### src/hw/fetch_pkg.sv
`default_nettype none

package fetch_pkg;

    // boot and exception vectors
    localparam logic [31:0] reset_pc      = 32'hbfc0_0000;
    localparam logic [31:0] general_ex_pc = 32'hbfc0_0380;

    // cp0 exception codes seen by fetch
    localparam logic [4:0] exc_none = 5'd0;
    localparam logic [4:0] exc_adel = 5'd4;

    // branch target buffer geometry
    localparam int btb_index_bits = 4;
    localparam int btb_entries    = 1 << btb_index_bits;
    localparam int btb_tag_bits   = 32 - btb_index_bits - 2;

    // branch resolution from execute
    typedef struct packed {
        logic        pred_valid;
        logic        is_branch;
        logic        taken;
        logic        pred_right;
        logic [31:0] target;
        logic [31:0] branch_pc;
    } br_bus_t;

    // redirects from writeback and exception logic
    typedef struct packed {
        logic        flush;
        logic        eret;
        logic        br_flush;
        logic [31:0] epc;
    } redirect_t;

    // instruction cache request with physical tag and virtual index
    typedef struct packed {
        logic        valid;
        logic [7:0]  index;
        logic [19:0] tag;
        logic [3:0]  offset;
    } icache_req_t;

    typedef struct packed {
        logic        valid_end;
        logic [31:0] pc;
        logic        ex;
        logic [4:0]  exccode;
    } ps_to_fs_t;

    typedef struct packed {
        logic        valid;
        logic [31:0] target;
    } bpu_pred_t;

    typedef struct packed {
        logic [31:0] pc;
        logic [31:0] inst;
        logic        ex;
        logic [4:0]  exccode;
    } fs_to_ds_t;

endpackage

`default_nettype wire

### src/hw/branch_target_buffer.sv
`timescale 1ns/1ps
`default_nettype none

module branch_target_buffer (
    input  wire                       clk,
    input  wire                       reset,
    input  wire [31:0]                lookup_pc,
    input  wire fetch_pkg::br_bus_t   br_bus,
    output fetch_pkg::bpu_pred_t      pred
);

    typedef struct packed {
        logic [fetch_pkg::btb_tag_bits-1:0] tag;
        logic [31:0]                        target;
    } btb_line_t;

    logic [fetch_pkg::btb_entries-1:0]   valid_q;
    btb_line_t                           lines_q [fetch_pkg::btb_entries];

    logic [fetch_pkg::btb_index_bits-1:0] rd_index;
    logic [fetch_pkg::btb_tag_bits-1:0]   rd_tag;
    btb_line_t                            rd_line;

    logic [fetch_pkg::btb_index_bits-1:0] wr_index;
    logic [fetch_pkg::btb_tag_bits-1:0]   wr_tag;
    logic                                 wr_en;
    logic                                 clr_en;

    // lookup in the same cycle as the pre-fetch pc
    assign rd_index = lookup_pc[fetch_pkg::btb_index_bits+1:2];
    assign rd_tag   = lookup_pc[31:fetch_pkg::btb_index_bits+2];
    assign rd_line  = lines_q[rd_index];

    always_comb begin
        pred.valid  = valid_q[rd_index] & (rd_line.tag == rd_tag);
        pred.target = rd_line.target;
    end

    // update from the branch in execute
    assign wr_index = br_bus.branch_pc[fetch_pkg::btb_index_bits+1:2];
    assign wr_tag   = br_bus.branch_pc[31:fetch_pkg::btb_index_bits+2];
    assign wr_en    = br_bus.is_branch & br_bus.taken;

    // stale entry when predicted taken but fell through
    assign clr_en = br_bus.is_branch & br_bus.pred_valid & ~br_bus.taken;

    always_ff @(posedge clk) begin
        if (reset) begin
            valid_q <= '0;
        end else if (wr_en) begin
            valid_q[wr_index] <= 1'b1;
        end else if (clr_en) begin
            valid_q[wr_index] <= 1'b0;
        end
    end

    // tag and target of the entry a taken branch writes
    always_ff @(posedge clk) begin
        if (wr_en) begin
            lines_q[wr_index].tag    <= wr_tag;
            lines_q[wr_index].target <= br_bus.target;
        end
    end

    // execute must only report taken or predicted outcomes for real branches
    no_write_without_branch: assert property (
        @(posedge clk) disable iff (reset)
        (br_bus.taken | br_bus.pred_valid) |-> br_bus.is_branch
    ) else $error("btb update requested with is_branch low");

endmodule

`default_nettype wire

### src/hw/fetch_front.sv
`timescale 1ns/1ps
`default_nettype none

module fetch_front (
    input  wire                       clk,
    input  wire                       reset,
    input  wire fetch_pkg::br_bus_t   br_bus,
    input  wire fetch_pkg::redirect_t redirect,
    input  wire                       icache_busy,
    input  wire                       icache_rvalid,
    input  wire [31:0]                icache_rdata,
    input  wire                       ds_allowin,
    output fetch_pkg::icache_req_t    icache_req,
    output fetch_pkg::fs_to_ds_t      fs_to_ds,
    output logic                      fs_to_ds_valid
);

    logic [31:0]          lookup_pc;
    fetch_pkg::bpu_pred_t pred;
    fetch_pkg::ps_to_fs_t ps_to_fs;
    logic                 ps_to_fs_valid;
    logic                 fs_allowin;

    // pc generation, translation and cache request
    pre_if_stage u_pre_if (
        .clk            (clk),
        .reset          (reset),
        .br_bus         (br_bus),
        .redirect       (redirect),
        .pred           (pred),
        .fs_allowin     (fs_allowin),
        .icache_busy    (icache_busy),
        .lookup_pc      (lookup_pc),
        .icache_req     (icache_req),
        .ps_to_fs       (ps_to_fs),
        .ps_to_fs_valid (ps_to_fs_valid)
    );

    // trained from execute, read with the current pc
    branch_target_buffer u_btb (
        .clk       (clk),
        .reset     (reset),
        .lookup_pc (lookup_pc),
        .br_bus    (br_bus),
        .pred      (pred)
    );

    // pairs the cache word with its pc
    if_stage u_if (
        .clk            (clk),
        .reset          (reset),
        .redirect       (redirect),
        .ps_to_fs       (ps_to_fs),
        .ps_to_fs_valid (ps_to_fs_valid),
        .icache_rvalid  (icache_rvalid),
        .icache_rdata   (icache_rdata),
        .ds_allowin     (ds_allowin),
        .fs_allowin     (fs_allowin),
        .fs_to_ds       (fs_to_ds),
        .fs_to_ds_valid (fs_to_ds_valid)
    );

endmodule

`default_nettype wire

### src/hw/if_stage.sv
`timescale 1ns/1ps
`default_nettype none

module if_stage (
    input  wire                       clk,
    input  wire                       reset,
    input  wire fetch_pkg::redirect_t redirect,
    input  wire fetch_pkg::ps_to_fs_t ps_to_fs,
    input  wire                       ps_to_fs_valid,
    input  wire                       icache_rvalid,
    input  wire [31:0]                icache_rdata,
    input  wire                       ds_allowin,
    output logic                      fs_allowin,
    output fetch_pkg::fs_to_ds_t      fs_to_ds,
    output logic                      fs_to_ds_valid
);

    fetch_pkg::ps_to_fs_t entry_q;
    logic                 full_q;
    logic                 has_word_q;
    logic                 drop_word_q;
    logic [31:0]          inst_q;

    logic                 redirect_go;
    logic                 waiting;
    logic                 word_in;
    logic                 ready;
    logic                 leave;
    logic                 ps_in;

    assign redirect_go = redirect.flush | redirect.eret;

    // entry with an exception never waits on the cache
    assign waiting = full_q & ~entry_q.ex & ~has_word_q;
    assign word_in = waiting & icache_rvalid & ~drop_word_q;
    assign ready   = full_q & (entry_q.ex | has_word_q | word_in);

    // dead slot leaves without a decode handshake
    assign leave      = ready & (ds_allowin | ~entry_q.valid_end);
    assign fs_allowin = ~full_q | leave;
    assign ps_in      = ps_to_fs_valid & fs_allowin;

    always_ff @(posedge clk) begin
        if (reset) begin
            full_q      <= 1'b0;
            has_word_q  <= 1'b0;
            drop_word_q <= 1'b0;
        end else if (redirect_go) begin
            full_q     <= 1'b0;
            has_word_q <= 1'b0;
            // request issued in the redirect cycle still returns a word
            drop_word_q <= ps_to_fs_valid & ~ps_to_fs.ex;
        end else begin
            drop_word_q <= 1'b0;
            if (ps_in) begin
                full_q     <= 1'b1;
                has_word_q <= 1'b0;
            end else if (leave) begin
                full_q     <= 1'b0;
                has_word_q <= 1'b0;
            end else if (word_in) begin
                has_word_q <= 1'b1;
            end
        end
    end

    always_ff @(posedge clk) begin
        if (ps_in) begin
            entry_q <= ps_to_fs;
        end
        if (word_in) begin
            inst_q <= icache_rdata;
        end
    end

    // word is bypassed in its return cycle, held after that
    always_comb begin
        fs_to_ds.pc      = entry_q.pc;
        fs_to_ds.inst    = entry_q.ex ? 32'd0 : (has_word_q ? inst_q : icache_rdata);
        fs_to_ds.ex      = entry_q.ex;
        fs_to_ds.exccode = entry_q.exccode;
    end

    assign fs_to_ds_valid = ready & entry_q.valid_end;

    // every returned word belongs to a held entry or to a discarded request
    rvalid_has_owner: assert property (
        @(posedge clk) disable iff (reset)
        icache_rvalid |-> (waiting | drop_word_q)
    ) else $error("icache word returned with no request outstanding");

endmodule

`default_nettype wire

### src/hw/pre_if_stage.sv
`timescale 1ns/1ps
`default_nettype none

module pre_if_stage (
    input  wire                       clk,
    input  wire                       reset,
    input  wire fetch_pkg::br_bus_t   br_bus,
    input  wire fetch_pkg::redirect_t redirect,
    input  wire fetch_pkg::bpu_pred_t pred,
    input  wire                       fs_allowin,
    input  wire                       icache_busy,
    output logic [31:0]               lookup_pc,
    output fetch_pkg::icache_req_t    icache_req,
    output fetch_pkg::ps_to_fs_t      ps_to_fs,
    output logic                      ps_to_fs_valid
);

    logic [31:0] pc_q;
    logic [31:0] next_pc;
    logic [31:0] seq_pc;
    logic [31:0] right_flow_pc;
    logic [31:0] wrong_flow_pc;
    logic        flush_delayed_q;
    logic        redirect_go;
    logic        ps_allowin;
    logic        pc_load;
    logic        fetch_go;
    logic        misaligned;
    logic        kseg_unmapped;
    logic [19:0] phys_page;

    // eret and flush both steer the pc and empty the pipe
    assign redirect_go = redirect.flush | redirect.eret;
    assign ps_allowin  = redirect_go | fs_allowin;
    assign pc_load     = redirect_go | (~icache_busy & fs_allowin);

    assign seq_pc        = pc_q + 32'd4;
    assign right_flow_pc = pred.valid ? pred.target : seq_pc;
    assign wrong_flow_pc = br_bus.taken ? br_bus.target : br_bus.branch_pc + 32'd8;

    // next pc priority
    always_comb begin
        if (redirect.eret) begin
            next_pc = redirect.epc;
        end else if (redirect.flush) begin
            next_pc = fetch_pkg::general_ex_pc;
        end else if (br_bus.is_branch) begin
            if (br_bus.pred_valid) begin
                next_pc = br_bus.pred_right ? right_flow_pc : wrong_flow_pc;
            end else if (br_bus.taken) begin
                next_pc = br_bus.target;
            end else begin
                next_pc = right_flow_pc;
            end
        end else begin
            next_pc = right_flow_pc;
        end
    end

    always_ff @(posedge clk) begin
        if (reset) begin
            pc_q <= fetch_pkg::reset_pc;
        end else if (pc_load) begin
            pc_q <= next_pc;
        end
    end

    // request for the new pc goes out on the first free cycle after a redirect
    always_ff @(posedge clk) begin
        if (reset) begin
            flush_delayed_q <= 1'b0;
        end else if (redirect_go) begin
            flush_delayed_q <= 1'b1;
        end else if (~icache_busy) begin
            flush_delayed_q <= 1'b0;
        end
    end

    assign fetch_go   = ~icache_busy & (flush_delayed_q | ps_allowin);
    assign misaligned = pc_q[1:0] != 2'b00;

    // fixed mapping where kseg0 and kseg1 drop the segment bits
    assign kseg_unmapped = pc_q[31:30] == 2'b10;
    assign phys_page     = kseg_unmapped ? {3'b000, pc_q[28:12]} : pc_q[31:12];

    assign lookup_pc = pc_q;

    always_comb begin
        icache_req.valid  = fetch_go & ~misaligned;
        icache_req.index  = pc_q[11:4];
        icache_req.tag    = phys_page;
        icache_req.offset = pc_q[3:0];
    end

    // delay slot successor is marked dead on a branch flush
    always_comb begin
        ps_to_fs.valid_end = fetch_go & ~redirect.br_flush;
        ps_to_fs.pc        = pc_q;
        ps_to_fs.ex        = misaligned;
        ps_to_fs.exccode   = misaligned ? fetch_pkg::exc_adel : fetch_pkg::exc_none;
    end

    assign ps_to_fs_valid = ~icache_busy;

endmodule

`default_nettype wire

### config.mk
export PLATFORM = sky130hd
export DESIGN_NAME = fetch_front
export DESIGN_NICKNAME = d
export VERILOG_FILES = /design/src/hw/fetch_pkg.sv /design/src/hw/branch_target_buffer.sv /design/src/hw/fetch_front.sv /design/src/hw/if_stage.sv /design/src/hw/pre_if_stage.sv
export SDC_FILE = /design/constraint.sdc
export NUM_CORES = 1
export LEC_CHECK = 0
export BUFFER_PORTS_ARGS = -buffer_cell sky130_fd_sc_hd__buf_2
export CAP_MARGIN = 30
export CORE_MARGIN = 3
export CORE_UTILIZATION = 61
export DETAILED_ROUTE_END_ITERATION = 7
export PLACE_DENSITY_LB_ADDON = 0.08
export SETUP_SLACK_MARGIN = 0.2
export SLEW_MARGIN = 20
export SYNTH_ARGS = -nofsm -noshare
export SYNTH_HDL_FRONTEND = slang
export SYNTH_SLANG_ARGS = --single-unit
### constraint.sdc
create_clock -name clk -period 5.5 [get_ports clk]
set_input_delay 0.55 -clock clk [delete_from_list [all_inputs] [get_ports clk]]
set_output_delay 0.55 -clock clk [all_outputs]
set_load 0.005 [all_outputs]
==> metrics.yaml <==
layout-drive-gt1-share_pct: 28.7
core-area_sq_mm: 0.0701
routed_wl_microns: 117000
power.leakage_nw: 15.8
crit_chain: "buf_12 -> buf_4 -> mux4_1 -> or2_1 -> a21oi_1 -> nor3_1 -> a2111oi_0 -> and4b_1 -> buf_4 -> a2111oi_0 -> a211oi_1"
drt_iter0_markers: 3493
hpwl_microns: 73500
synth_edf_count: 994
reg2regPathDepth: 11
r2r_slack_ns: 1.08
cts_buffer_depth: 3
rsz0062_at_grt: "false"
tightest_slew_ns: 1.06
root_buffer: "clkbuf_16"
clkTransAtPathRegs_ns: 0.06
cp.required_ns: 6.08
routed-via-count: 24300
grt_pass1_vias: 24300
fin_crit_sh_pct: 80.3
finClkSkew_ns: 0.0211
cts_max_level: 3
layout_commonest_cell: "edfxtp_1"
via_per_inst: 6.76
hold_class: "primary input to flop"
postCtsHoldBufs: 0
dieArea_sq_mm: 0.0742
worst_path_largest_cell_delay_ns: 0.86
yosysSeqAreaShare_pct: 71.5
grt_antenna_before_repair: 10
yosys_warnings: 0
numCtsBuffers: 104
ioPinCount: 244
area_growth_pct: 12.4
drv_cap: 0
tritoncts: "yes"
initial_utilization_pct: 61.8
grt_usage_pct: 32.1
holdWs_ns: 0.0687
synthArstFlopShare_pct: 0
clk-insertion-delay-late_ns: 0.68
synth_top_cells_by_area: "edfxtp_1, mux4_2, dfxtp_1, mux2i_1, buf_4"
fin_area_sq_mm: 0.0487
die_h_microns: 272
synthCells: 2356
drt_pass1_iterations: 6
avgSynthCellArea_sq_um: 18.4
die_w_microns: 272
synth_top_area_share_pct: 68.9
path_class: "flop to flop"
final_util_pct: 69.4
crit_path_start_kind: "flop"
wl_per_cell_microns: 32.6
r2r_end: "u_pre_if.lookup_pc[14]"
synth.distinct_cells: 76
final_hold_viol_count: 0
overflow: 0
remaining_drc_errors: 0
synth_largest_area_cell: "edfxtp_1"
relSlewSlack_pct: 27.2
worstHoldStart: "icache_rdata[7]"
nNetsFinal: 2706
cts_sinks: 1050
dpl_cell_area_sq_mm: 0.0452
peakVddDrop_v: 0.000311
fin_total_pwr_w: 0.0173
ys_ff_latch: 1050
setup_tns_ns: 0
worstHoldEndpoint: "u_if.inst_q[7]"
gp_congestion: 0.951
grt_max_degree: 61
worst-path-max-fanout: 35
power_density_mw_per_mm2: 356
min_period_ns: 4.42
drv_slew: 0
endpoint_kind: "flop"
rows: 97
fmax_mhz: 226
crit_arrival_ns: 4.99
grt_pass1_wl_microns: 170000
syn_area_sq_mm: 0.0433
antenna_left: 0
cts_setup_buffers: 0
synth_flop_cell: "edfxtp_1"
setup_viol: 0
portBuffers: 239
final_cell_mix: "edfxtp_1, mux4_2, buf_2"
status: "finished clean"
holdPathStages: 1
cp_slowest_cell: "a2111oi_0"
cts_resized: 0
[worst max-delay path by stage]
stage,start,to,slack [ns],cells past startpoint
final,flop,u_pre_if.lookup_pc[14],1.08,11
after global routing,flop,u_pre_if.lookup_pc[14],0.81,11
after CTS,flop,u_pre_if.lookup_pc[14],1.08,11
after detailed placement,flop,u_pre_if.lookup_pc[14],1.21,11
after global placement,flop,u_pre_if.lookup_pc[31],1.27,8
after floorplan,br_bus[65],u_btb.lines_q[15][0],1.35,4
[critical path, delay by kind of cell, from the launching register on]
kind	cells	cell delay (ns)
mux	1	0.57
compound gates	4	1.52
flops	1	0.53
buf+inv	3	0.96
simple gates	3	0.68
[registers in the layout, indices dropped and copies added, names as in the netlist, named ones only]
name	flops
u_if.full_q	1
u_if.fs_to_ds	33
u_btb.lines_q	928
u_if.inst_q	32
u_if.drop_word_q	1
u_if.has_word_q	1
u_if.entry_q	1
u_pre_if.flush_delayed_q	1
u_pre_if.lookup_pc	32
[per-layer routing]
layer  track usage (%)  part of all wire (%)  vias to the layer above
li1                  -                     -                     9948
met1              45.7                    38                    12600
met2              50.7                    48                     1534
met3              6.30                    11                      249
met4              10.9                   3.6                        6
met5                 0                 0.032                        -
[metrics by stage]
stage | worst slack (ns) | instances
CTS | 1.08 | 3591
detailed placement | 1.21 | 3397
global placement | 1.27 | 3390
finish | 1.08 | 3597
global route | 0.811 | 3593
floorplan | 1.35 | 2359
[power by group]
part           switching, W  leakage, nW  internal (W)
Combinational      0.000720         4.73      0.000509
Sequential         0.000109         9.43       0.00887
Clock               0.00299         1.67       0.00416
Total               0.00382         15.8        0.0135
[kinds of logic after synthesis]
kind of cell               synth area share (%)
adders and majority gates                0.0578
other                                   0.00866
muxes                                      15.3
and+or+nand+nor                            4.45
DFF                                        71.5
AOI/OAI and AO/OA                          4.09
xor gates and xnor gates                   1.60
buffers and inverters                      2.96
[cell type report]
cell class                 instances  area, sq um
multi-input combinational       1070        11100
sequential                      1050        31000
antenna                            5         12.5
clock buffer                     133         2750
fill                            4594        21400
timing repair buffer             308         1860
inverter                          30          133
tap                              940         1180
clock inverter                    61          692
[cell usage after synthesis (all sizes together), types with 13 or more instances]
cell and n:
a2111oi 14, a211oi 13, a21oi 54, a22oi 24, and3 15, buf 126
clkbuf 83, dfxtp 56, edfxtp 994, inv 27, mux2i 67, mux4 261
nand2 82, nand2b 19, nand3 54, nand4 13, nor2 113, nor3 34
o21ai 45, o22ai 19, xnor2 55, xor2 24
(Power assumes the default switching activity.)
